===== src/sd_dat_pkg.sv =====
/*
 * SD host DAT line shared constants
 * Bus widths, FIFO sizing, busy guard and the DAT FSM state codes
 */

package sd_dat_pkg;

   ////////////////////
   // Data path widths
   localparam int fifo_width       = 32;
   localparam int nibbles_per_word = 8;

   // FIFO sizing, depth must stay a power of two
   localparam int fifo_depth      = 32;
   localparam int fifo_addr_width = 5;

   // Block size in bytes and blocks per transfer
   localparam int block_sz_width  = 10;
   localparam int block_cnt_width = 8;

   // Cycles after the end nibble before DAT0 busy is sampled
   localparam logic [1:0] busy_guard = 2'd2;

   ////////////////////
   // DAT FSM state codes
   localparam logic [3:0] st_idle     = 4'd0;
   localparam logic [3:0] st_wr_start = 4'd1;
   localparam logic [3:0] st_wr_data  = 4'd2;
   localparam logic [3:0] st_wr_end   = 4'd3;
   localparam logic [3:0] st_wr_busy  = 4'd4;
   localparam logic [3:0] st_rd_wait  = 4'd5;
   localparam logic [3:0] st_rd_data  = 4'd6;
   localparam logic [3:0] st_rd_end   = 4'd7;

endpackage


===== src/sd_dat_fifo.sv =====
/*
 * Synchronous first-word-fall-through FIFO
 * Holds the oldest word on rd_data, used for both transmit and receive
 */

`timescale 1ns/100ps

module sd_dat_fifo #(
   parameter int depth      = sd_dat_pkg::fifo_depth,
   parameter int addr_width = sd_dat_pkg::fifo_addr_width
) (
   input  logic                              sd_clk,
   input  logic                              rst_L,
   input  logic                              wr_enb,
   input  logic                              rd_enb,
   input  logic [sd_dat_pkg::fifo_width-1:0] wr_data,
   output logic [sd_dat_pkg::fifo_width-1:0] rd_data,
   output logic                              full,
   output logic                              empty
);

   logic [sd_dat_pkg::fifo_width-1:0] mem [depth];
   logic [addr_width-1:0]             wr_ptr;
   logic [addr_width-1:0]             rd_ptr;
   logic [addr_width:0]               count;
   logic                              wr_ok;
   logic                              rd_ok;

   // Depth is 2**addr_width so the top count bit marks full
   assign full  = count[addr_width];
   assign empty = (count == '0);

   assign wr_ok = wr_enb && !full;
   assign rd_ok = rd_enb && !empty;

   // Fall-through output
   assign rd_data = mem[rd_ptr];

   always_ff @(posedge sd_clk) begin
      if (wr_ok) begin
         mem[wr_ptr] <= wr_data;
      end
   end

   ////////////////////
   // Pointers and occupancy
   always_ff @(posedge sd_clk) begin
      if (!rst_L) begin
         wr_ptr <= '0;
         rd_ptr <= '0;
         count  <= '0;
      end else begin
         if (wr_ok) begin
            wr_ptr <= wr_ptr + 1'b1;
         end
         if (rd_ok) begin
            rd_ptr <= rd_ptr + 1'b1;
         end
         case ({wr_ok, rd_ok})
            2'b10:   count <= count + 1'b1;
            2'b01:   count <= count - 1'b1;
            default: count <= count;
         endcase
      end
   end

endmodule


===== src/sd_dat_host.sv =====
/*
 * SD host DAT path top level
 * Transmit FIFO, DAT physical block and receive FIFO
 */

`timescale 1ns/100ps

module sd_dat_host (
   input  logic                                   sd_clk,
   input  logic                                   rst_L,
   input  logic                                   tx_wr_enb,
   input  logic                                   rx_rd_enb,
   input  logic                                   write_flag,
   input  logic                                   read_flag,
   input  logic [sd_dat_pkg::fifo_width-1:0]      tx_wr_data,
   input  logic [sd_dat_pkg::block_sz_width-1:0]  block_sz,
   input  logic [sd_dat_pkg::block_cnt_width-1:0] block_cnt,
   input  logic [3:0]                             dat_din,
   output logic                                   tx_full,
   output logic                                   rx_empty,
   output logic                                   dat_oe,
   output logic                                   busy,
   output logic                                   tf_finished,
   output logic                                   rx_overrun,
   output logic                                   end_err,
   output logic [sd_dat_pkg::fifo_width-1:0]      rx_rd_data,
   output logic [3:0]                             dat_dout
);

   // Transmit side
   logic [sd_dat_pkg::fifo_width-1:0] tx_buf_dout;
   logic                              tx_buf_rd_enb;
   logic                              tx_buf_empty;

   // Receive side
   logic [sd_dat_pkg::fifo_width-1:0] rx_buf_din;
   logic                              rx_buf_wr_enb;
   logic                              rx_full;

   ////////////////////
   // Host to card words
   sd_dat_fifo #(
      .depth      (sd_dat_pkg::fifo_depth),
      .addr_width (sd_dat_pkg::fifo_addr_width)
   ) tx_fifo_inst (
      .sd_clk  (sd_clk),
      .rst_L   (rst_L),
      .wr_enb  (tx_wr_enb),
      .rd_enb  (tx_buf_rd_enb),
      .wr_data (tx_wr_data),
      .rd_data (tx_buf_dout),
      .full    (tx_full),
      .empty   (tx_buf_empty)
   );

   sd_dat_phys dat_phys_inst (
      .sd_clk        (sd_clk),
      .rst_L         (rst_L),
      .write_flag    (write_flag),
      .read_flag     (read_flag),
      .tx_buf_empty  (tx_buf_empty),
      .rx_full       (rx_full),
      .tx_buf_dout   (tx_buf_dout),
      .dat_din       (dat_din),
      .block_sz      (block_sz),
      .block_cnt     (block_cnt),
      .tx_buf_rd_enb (tx_buf_rd_enb),
      .rx_buf_wr_enb (rx_buf_wr_enb),
      .dat_oe        (dat_oe),
      .busy          (busy),
      .tf_finished   (tf_finished),
      .rx_overrun    (rx_overrun),
      .end_err       (end_err),
      .rx_buf_din    (rx_buf_din),
      .dat_dout      (dat_dout)
   );

   ////////////////////
   // Card to host words
   sd_dat_fifo #(
      .depth      (sd_dat_pkg::fifo_depth),
      .addr_width (sd_dat_pkg::fifo_addr_width)
   ) rx_fifo_inst (
      .sd_clk  (sd_clk),
      .rst_L   (rst_L),
      .wr_enb  (rx_buf_wr_enb),
      .rd_enb  (rx_rd_enb),
      .wr_data (rx_buf_din),
      .rd_data (rx_rd_data),
      .full    (rx_full),
      .empty   (rx_empty)
   );

endmodule


===== src/sd_dat_phys.sv =====
/*
 * SD DAT line physical block, 4-bit bus mode
 * Serializes write blocks with start and end nibbles, waits out card busy,
 * and deserializes read blocks into 32-bit words for the receive FIFO
 */

`timescale 1ns/100ps

module sd_dat_phys (
   input  logic                                   sd_clk,
   input  logic                                   rst_L,
   input  logic                                   write_flag,
   input  logic                                   read_flag,
   input  logic                                   tx_buf_empty,
   input  logic                                   rx_full,
   input  logic [sd_dat_pkg::fifo_width-1:0]      tx_buf_dout,
   input  logic [3:0]                             dat_din,
   input  logic [sd_dat_pkg::block_sz_width-1:0]  block_sz,
   input  logic [sd_dat_pkg::block_cnt_width-1:0] block_cnt,
   output logic                                   tx_buf_rd_enb,
   output logic                                   rx_buf_wr_enb,
   output logic                                   dat_oe,
   output logic                                   busy,
   output logic                                   tf_finished,
   output logic                                   rx_overrun,
   output logic                                   end_err,
   output logic [sd_dat_pkg::fifo_width-1:0]      rx_buf_din,
   output logic [3:0]                             dat_dout
);

   ////////////////////
   // State registers
   logic [3:0]                                   state;
   logic [$clog2(sd_dat_pkg::nibbles_per_word)-1:0] nib_off;
   logic [sd_dat_pkg::block_sz_width:0]          nib_left;
   logic [sd_dat_pkg::block_cnt_width-1:0]       blocks_left;
   logic [sd_dat_pkg::block_sz_width-1:0]        blk_sz;
   logic [$bits(sd_dat_pkg::busy_guard)-1:0]     guard_cnt;
   logic [sd_dat_pkg::fifo_width-1:0]            tx_word;
   logic [sd_dat_pkg::fifo_width-1:0]            rx_shift;

   // Next values
   logic [3:0]                                   nxt_state;
   logic [$clog2(sd_dat_pkg::nibbles_per_word)-1:0] nxt_nib_off;
   logic [sd_dat_pkg::block_sz_width:0]          nxt_nib_left;
   logic [sd_dat_pkg::block_cnt_width-1:0]       nxt_blocks_left;
   logic [sd_dat_pkg::block_sz_width-1:0]        nxt_blk_sz;
   logic [$bits(sd_dat_pkg::busy_guard)-1:0]     nxt_guard_cnt;
   logic [sd_dat_pkg::fifo_width-1:0]            nxt_tx_word;
   logic [sd_dat_pkg::fifo_width-1:0]            nxt_rx_shift;
   logic [sd_dat_pkg::fifo_width-1:0]            nxt_rx_din;
   logic [3:0]                                   nxt_dat_dout;
   logic                                         nxt_dat_oe;
   logic                                         nxt_rx_wr_enb;
   logic                                         nxt_tf_finished;
   logic                                         nxt_rx_overrun;
   logic                                         nxt_end_err;

   assign busy = (state != sd_dat_pkg::st_idle);

   always_ff @(posedge sd_clk) begin
      if (!rst_L) begin
         state         <= sd_dat_pkg::st_idle;
         nib_off       <= '0;
         nib_left      <= '0;
         blocks_left   <= '0;
         blk_sz        <= '0;
         guard_cnt     <= '0;
         dat_dout      <= 4'hf;
         dat_oe        <= 1'b0;
         rx_buf_wr_enb <= 1'b0;
         tf_finished   <= 1'b0;
         rx_overrun    <= 1'b0;
         end_err       <= 1'b0;
      end else begin
         state         <= nxt_state;
         nib_off       <= nxt_nib_off;
         nib_left      <= nxt_nib_left;
         blocks_left   <= nxt_blocks_left;
         blk_sz        <= nxt_blk_sz;
         guard_cnt     <= nxt_guard_cnt;
         dat_dout      <= nxt_dat_dout;
         dat_oe        <= nxt_dat_oe;
         rx_buf_wr_enb <= nxt_rx_wr_enb;
         tf_finished   <= nxt_tf_finished;
         rx_overrun    <= nxt_rx_overrun;
         end_err       <= nxt_end_err;
      end
      // Data words
      tx_word    <= nxt_tx_word;
      rx_shift   <= nxt_rx_shift;
      rx_buf_din <= nxt_rx_din;
   end

   ////////////////////
   // Next state and outputs
   always_comb begin
      nxt_state       = state;
      nxt_nib_off     = nib_off;
      nxt_nib_left    = nib_left;
      nxt_blocks_left = blocks_left;
      nxt_blk_sz      = blk_sz;
      nxt_guard_cnt   = guard_cnt;
      nxt_tx_word     = tx_word;
      nxt_rx_shift    = rx_shift;
      nxt_rx_din      = rx_buf_din;
      nxt_dat_dout    = dat_dout;
      nxt_dat_oe      = dat_oe;
      tx_buf_rd_enb   = 1'b0;
      nxt_rx_wr_enb   = 1'b0;
      nxt_tf_finished = 1'b0;
      nxt_rx_overrun  = 1'b0;
      nxt_end_err     = 1'b0;

      case (state)
         sd_dat_pkg::st_idle: begin
            nxt_nib_off = '0;
            // Flags are still high while tf_finished shows, ignore them then
            if (!tf_finished) begin
               if (write_flag && !read_flag && dat_din[0]) begin
                  nxt_state       = sd_dat_pkg::st_wr_start;
                  nxt_dat_dout    = 4'h0;
                  nxt_dat_oe      = 1'b1;
                  nxt_blk_sz      = block_sz;
                  nxt_blocks_left = block_cnt;
               end else if (read_flag && !write_flag) begin
                  nxt_state       = sd_dat_pkg::st_rd_wait;
                  nxt_blk_sz      = block_sz;
                  nxt_blocks_left = block_cnt;
               end
            end
         end

         // Start nibble on the bus, first word of the block comes in here
         sd_dat_pkg::st_wr_start: begin
            tx_buf_rd_enb = !tx_buf_empty;
            nxt_tx_word   = tx_buf_dout;
            nxt_dat_dout  = tx_buf_dout[sd_dat_pkg::fifo_width-1 -: 4];
            nxt_nib_off   = nib_off + 1'b1;
            nxt_nib_left  = {blk_sz, 1'b0} - 1'b1;
            nxt_state     = sd_dat_pkg::st_wr_data;
         end

         sd_dat_pkg::st_wr_data: begin
            if (nib_left == '0) begin
               nxt_dat_dout = 4'hf;
               nxt_state    = sd_dat_pkg::st_wr_end;
            end else begin
               nxt_nib_left = nib_left - 1'b1;
               nxt_nib_off  = nib_off + 1'b1;
               if (nib_off == '0) begin
                  // Word boundary, fetch the next one
                  tx_buf_rd_enb = !tx_buf_empty;
                  nxt_tx_word   = tx_buf_dout;
                  nxt_dat_dout  = tx_buf_dout[sd_dat_pkg::fifo_width-1 -: 4];
               end else begin
                  nxt_dat_dout = tx_word[(sd_dat_pkg::fifo_width-1) - 4*nib_off -: 4];
               end
            end
         end

         sd_dat_pkg::st_wr_end: begin
            nxt_dat_oe      = 1'b0;
            nxt_guard_cnt   = sd_dat_pkg::busy_guard;
            nxt_blocks_left = blocks_left - 1'b1;
            nxt_state       = sd_dat_pkg::st_wr_busy;
         end

         // Guard cycles first, then hold until the card lets go of DAT0
         sd_dat_pkg::st_wr_busy: begin
            if (guard_cnt != '0) begin
               nxt_guard_cnt = guard_cnt - 1'b1;
            end else if (dat_din[0]) begin
               if (blocks_left != '0) begin
                  nxt_state    = sd_dat_pkg::st_wr_start;
                  nxt_dat_dout = 4'h0;
                  nxt_dat_oe   = 1'b1;
               end else begin
                  nxt_tf_finished = 1'b1;
                  nxt_state       = sd_dat_pkg::st_idle;
               end
            end
         end

         sd_dat_pkg::st_rd_wait: begin
            if (dat_din == 4'h0) begin
               nxt_nib_off  = '0;
               nxt_nib_left = {blk_sz, 1'b0} - 1'b1;
               nxt_state    = sd_dat_pkg::st_rd_data;
            end
         end

         sd_dat_pkg::st_rd_data: begin
            nxt_rx_shift = {rx_shift[sd_dat_pkg::fifo_width-5:0], dat_din};
            nxt_nib_off  = nib_off + 1'b1;
            if (&nib_off) begin
               // Full word, dropped when the receive FIFO has no room
               nxt_rx_din     = {rx_shift[sd_dat_pkg::fifo_width-5:0], dat_din};
               nxt_rx_wr_enb  = !rx_full;
               nxt_rx_overrun = rx_full;
            end
            if (nib_left == '0) begin
               nxt_state = sd_dat_pkg::st_rd_end;
            end else begin
               nxt_nib_left = nib_left - 1'b1;
            end
         end

         sd_dat_pkg::st_rd_end: begin
            nxt_end_err     = (dat_din != 4'hf);
            nxt_blocks_left = blocks_left - 1'b1;
            if (nxt_blocks_left == '0) begin
               nxt_tf_finished = 1'b1;
               nxt_state       = sd_dat_pkg::st_idle;
            end else begin
               nxt_state = sd_dat_pkg::st_rd_wait;
            end
         end

         default: begin
            nxt_state  = sd_dat_pkg::st_idle;
            nxt_dat_oe = 1'b0;
         end
      endcase
   end

endmodule


===== config.mk =====
export PLATFORM = sky130hd
export DESIGN_NAME = sd_dat_host
export DESIGN_NICKNAME = d
export VERILOG_FILES = /design/src/sd_dat_pkg.sv /design/src/sd_dat_fifo.sv /design/src/sd_dat_host.sv /design/src/sd_dat_phys.sv
export SDC_FILE = /design/constraint.sdc
export NUM_CORES = 2
export LEC_CHECK = 0
export ABC_AREA = 1
export ABC_CLOCK_PERIOD_IN_PS = 9500
export BUFFER_PORTS_ARGS = -buffer_cell sky130_fd_sc_hd__buf_2
export CORE_MARGIN = 5
export CORE_UTILIZATION = 30
export DETAILED_ROUTE_END_ITERATION = 10
export PLACE_DENSITY = 0.47
export SLEW_MARGIN = 20
export SYNTH_ARGS = -nofsm -noshare
export SYNTH_HDL_FRONTEND = slang
export SYNTH_SLANG_ARGS = --single-unit
export TNS_END_PERCENT = 5

===== constraint.sdc =====
create_clock -name sd_clk -period 9.5 [get_ports sd_clk]
set_input_delay 0.95 -clock sd_clk [delete_from_list [all_inputs] [get_ports sd_clk]]
set_output_delay 0.95 -clock sd_clk [all_outputs]
set_load 0.05 [all_outputs]

After elaboration in Yosys (flattened, before gate mapping)
Memory sizes are Yosys's and may differ from the RTL's. A register that Yosys moved wholly into a read port is not among the register bits.
Cells that the tools add are included.
{ "word_totals": {"mem_bits_rw": 2048, "wordCells": 173, "memories": 2, "reg_bits": 171, "out_inout_bits": 43, "inputBits": 60} }
{ "op_classes": {"bitwise_logic": 2, "shifts": 1, "muxes": 60, "n_addsub": 14, "reduce_logical": 48, "n_eq_ne": 25} }
{ "memory_table": {"columns": ["name", "words", "word_bits", "rd", "rd_ports_with_merged_regs", "write_ports", "line", "rtl"], "rows": [
  ["rx_fifo_inst.mem", 32, 32, 1, 1, 1, "sd_dat_fifo.sv:22", "logic [sd_dat_pkg::fifo_width-1:0] mem [depth];"],
  ["tx_fifo_inst.mem", 32, 32, 1, 1, 1, "sd_dat_fifo.sv:22", null]
]} }
{ "ops": {"columns": ["cell", "n"], "rows": [
  ["$mux 32", 2],
  ["$pmux 32 s2", 1],
  ["$mux 4", 15],
  ["$shiftx 35x33->4", 1],
  ["$pmux 11 s3", 1],
  ["$pmux 4 s8", 1],
  ["$mux 8", 3],
  ["$pmux 6 s2", 2],
  ["$mux 11", 2],
  ["$sub 11x1->11 const B", 2],
  ["$add 5x1->5 const B", 4],
  ["$mux 10", 2],
  ["$mux 5", 4],
  ["$eq 4x3->1 const B", 4],
  ["$mux 1", 16],
  ["$pmux 4 s4", 1],
  ["$pmux 8 s2", 1],
  ["$reduce_and 3->1", 5],
  ["$ne 2x1->1 const B", 7],
  ["$reduce_bool 2->1", 7],
  ["$add 6x1->6 const B", 2],
  ["$logic_not 6->1", 2],
  ["$pmux 3 s4", 1],
  ["$reduce_and 6->1", 2],
  ["other kinds (33)", 62]
]} }

Longest topological paths before layout
{ "depth": {"word_depth": 8, "depth_mapped": 20} }

Cells and area by module
A second synthesis with hierarchy kept.
{ "unflattened": {"hier_cells": 7641, "hier_area_um2": 90275.3} }
{ "modules_own_cells": {"columns": ["module", "cells_each", "area_each_um2", "n_inst"], "rows": [
  ["sd_dat_fifo at rx_fifo_inst", 3528, 42240.5, 1],
  ["sd_dat_fifo at tx_fifo_inst", 3528, 42228.0, 1],
  ["sd_dat_phys", 585, 5806.8, 1]
]} }

Worst setup path after synthesis
No wires, ideal clock.
{ "synth_path": {"path_type": "register -> register", "startpoint": "reg dat_phys_inst.nib_off[0] (netlist name)", "endpoint": "reg dat_phys_inst.rx_buf_din[0] (netlist name), enable pin", "required_time_ps": 8998, "path_stages_with_launch": 5, "t_arrival_ps": 3874, "synth_period_minus_slack_ps": 4376, "slack_ps": 5124, "setup_ps": 502, "path_cell_list": "dfxtp_1 -> buf_2 -> inv_1 -> clkbuf_1 -> nor4_1"} }
{ "synth_between": {"elab_chain_len": 1} }
{ "synth_rtl": {"columns": ["item", "line", "rtl"], "rows": [
  ["from (decl)", "sd_dat_phys.sv:34", "logic [$clog2(sd_dat_pkg::nibbles_per_word)-1:0] nib_off;"],
  ["from (signal assigned)", "sd_dat_phys.sv:77", "nib_off <= nxt_nib_off;"],
  ["$reduce_and 4->1 (no line)", null, null],
  ["to (signal assigned)", "sd_dat_phys.sv:92", "rx_buf_din <= nxt_rx_din;"],
  ["to (decl)", "sd_dat_phys.sv:27", "output logic [sd_dat_pkg::fifo_width-1:0] rx_buf_din,"]
]} }
Every way passes these cells.
A chain may end at the register's enable or synchronous reset.

==> qor.txt <==
status -> finished clean
Post-synth EDFFs -> 2,140
Reg-to-Reg Start -> dat_phys_inst.state[0]
CTS tree -> built
Syn Nets -> 6,736
Syn-to-layout area delta -> 13.8%
Worst Max-Slew Pin Slew -> 1.21 ns
sequential share of the synthesized area -> 75.1%
Max IR drop VDD -> 0.000227 V
hold path endpoint -> dat_phys_inst.blocks_left[1]
Worst Setup End Kind -> primary output
row count -> 198
CP Max Fanout -> 72
top_reg_cell synth -> edfxtp_1
die width -> 551 um
initial core utilization -> 30.2%
routed len/inst -> 25.5 um
most common cell in the netlist -> edfxtp_1
htree depth -> 4
die area -> 304,000 um^2
final estimated routing congestion in global placement -> 0.745
pwr dens -> 265 nW/um^2
clock skew -> 0.0743 ns
first-pass GRT wire length -> 390,000 um
vias per cell -> 5.17
utilization after layout -> 34.3%
# IOs -> 103
Cell Count, Final, Fillers Out -> 10,700
grt met2 use -> 29.4%
vias in the first global route -> 53,900
I/O Buffers -> 102
Final Hold Vio Count -> 0
top cell type by total area after synthesis -> edfxtp_1
post-route ant nets -> 0
share of layout cells above drive strength 1 -> 9.17%
grt met3 use -> 2.48%
GRT overflow -> 0
slowest CP cell -> dfxtp_4
via count -> 55,500
nets -> 6,737
RSZ-0062 raised after global routing -> false
DR iter-0 viols -> 5,165
depth of the worst hold-timing path -> 3
hold path start -> block_cnt[1]
clk buf depth -> 4
post-CTS resize count -> 0
Bufs and invs on worst path -> 3
Final Setup Violations -> 0
post-route minimum period -> 5.63 ns
reg-to-reg slack, setup -> 5.70 ns
top cell type's share of synthesized area -> 73.1%
Worst R2R End -> tx_fifo_inst.count[4]
number of remaining DRC errors -> 0
core area -> 292,000 um^2
HPWL after detailed placement -> 128,000 um
WHS -> 0.319 ns
syn avg cell area -> 13.2 um^2
Slew headroom -> 19.3%
DR pass1 iterations -> 5
worst min path class -> in2reg
total power -> 26.5 mW
Final Max Slew Viols -> 0
critical path type -> reg2out
largest net degree at the start of global routing -> 219
post-CTS setup buffer count -> 0
DP Cell Count -> 10,300
post-synth cell types -> 46
All-Layer GR Usage -> 17.4%
Post-synth ARST share -> 0%
Final Cycle Share -> 59.3%
cts hold-fix bufs -> 0
# clock sinks -> 2,228
initial antenna violation count -> 12
root buf cell -> clkbuf_16
critical path startpoint category -> register
leakage power -> 31.9 nW
worst path required time -> 8.55 ns
Yosys reg bits -> 2,228
Routed Wire Length -> 273,000 um
Clock Latency Late Sink -> 0.91 ns
die height -> 551 um
synth cell count leaders -> edfxtp_1, nor2_1, o21ai_0, nand2_1, nand3_1
Setup TNS -> 0 ns
Yosys warning total -> 0
Clock transition at path regs -> 0.06 ns
worst reg-to-reg path cell count -> 15
CTS Buf Count -> 237
max_cap viols -> 0
fmax -> 178 MHz
GR Layer Usage met1 -> 23.4%
synth top area cells -> edfxtp_1, o21ai_0, nor2_1, o221ai_1, nand3_1
slowest stage delay, CP -> 0.85 ns
CP delay by family, top -> buffers and inverters
CP Cell Sequence -> buf_4, buf_4, o21ai_0, nor2_1, a21oi_1, a21oi_1, o21ai_1, nand3_1, o21a_1, buf_2
arrival time at the worst endpoint -> 4.68 ns
fillers -> 28,300
busiest grt layer -> met2
Post-Syn Instances -> 6,644
cell area after synthesis -> 88,000 um^2
-- stage by stage --
step | setup slack [ns] | cell area [um^2]
6_report | 3.87 | 100000
5_1_grt | 3.54 | 100000
4_1_cts | 3.81 | 100000
3_5_place_dp | 4.76 | 92800
3_3_place_gp | 4.71 | 92800
2_1_floorplan | 5.12 | 88000
-- layer usage --
layer	up-vias	share of wire, %
met5	-	0.012
met4	4	2.8
met3	402	5.8
met2	1784	49
met1	28400	43
li1	24900	-
-- where the power goes --
group | total, mW | internal (mW) | leakage (nW) | switching [mW]
logic | 6.43 | 1.77 | 8.34 | 4.66
registers | 11.2 | 11.0 | 20.0 | 0.261
clock network | 8.87 | 5.10 | 3.58 | 3.76
total | 26.5 | 17.9 | 31.9 | 8.69
-- worst min-delay path, delay by kind of cell --
kind | cells | cell delay (ns)
buffers and inverters | 1 | 0.08
AND/OR/NAND/NOR | 1 | 0.07
AO/OA/AOI/OAI | 1 | 0.06
-- final cells by class --
cell class,count,area (um^2),share of cell area [%]
multi-input combinational,3818,19800,19.7
clock buffer,314,6410,6.40
inverter,143,588,0.588
sequential,2228,66100,66.0
timing repair buffer,217,1470,1.47
antenna,8,20.0,0.0200
tap,3900,4880,4.88
clock inverter,110,908,0.908
-- layout by cell type, fill, tap and decap left out, types with 78 or more instances in the layout --
master	n
inv_1	132
buf_2	102
nand3_1	393
o221ai_1	376
nor2_1	1075
a21oi_1	150
dfxtp_1	78
nand2_1	410
edfxtp_1	2140
clkbuf_16	244
buf_4	107
o21ai_0	1060
-- state kept, by name, indices dropped and copies added, names as in the netlist, 8 cells and up, named ones only --
name	count
dat_phys_inst.rx_shift	28
dat_phys_inst.tx_word	32
dat_phys_inst.blk_sz	10
dat_phys_inst.blocks_left	8
dat_phys_inst.rx_buf_din	32
dat_phys_inst.nib_left	11
tx_fifo_inst.mem	1024
rx_fifo_inst.mem	1024
-- worst max path at each step --
stage / startpoint / end / slack (ns) / cells past startpoint
after floorplan: dat_phys_inst.nib_off[0] / dat_phys_inst.rx_buf_din[0] / 5.12 / 4
after global placement: register / rx_rd_data[0] / 4.71 / 10
after detailed placement: register / rx_rd_data[0] / 4.76 / 10
after CTS: register / rx_rd_data[0] / 3.81 / 10
after global routing: register / rx_rd_data[0] / 3.54 / 10
final: register / rx_rd_data[0] / 3.87 / 10
-- logic make-up (layout without fill, tap and decap cells) --
kind of cell,after synthesis,in the layout,synth area share (%)
buf+inv,598,784,3.03
fa+ha+maj,32,32,0.464
compound gates,1782,1782,12.1
xor+xnor,20,20,0.199
other cells,0,8,0
flops,2228,2228,75.1
simple gates,1984,1984,9.16
Note: power is estimated with default switching activity, not from simulation.
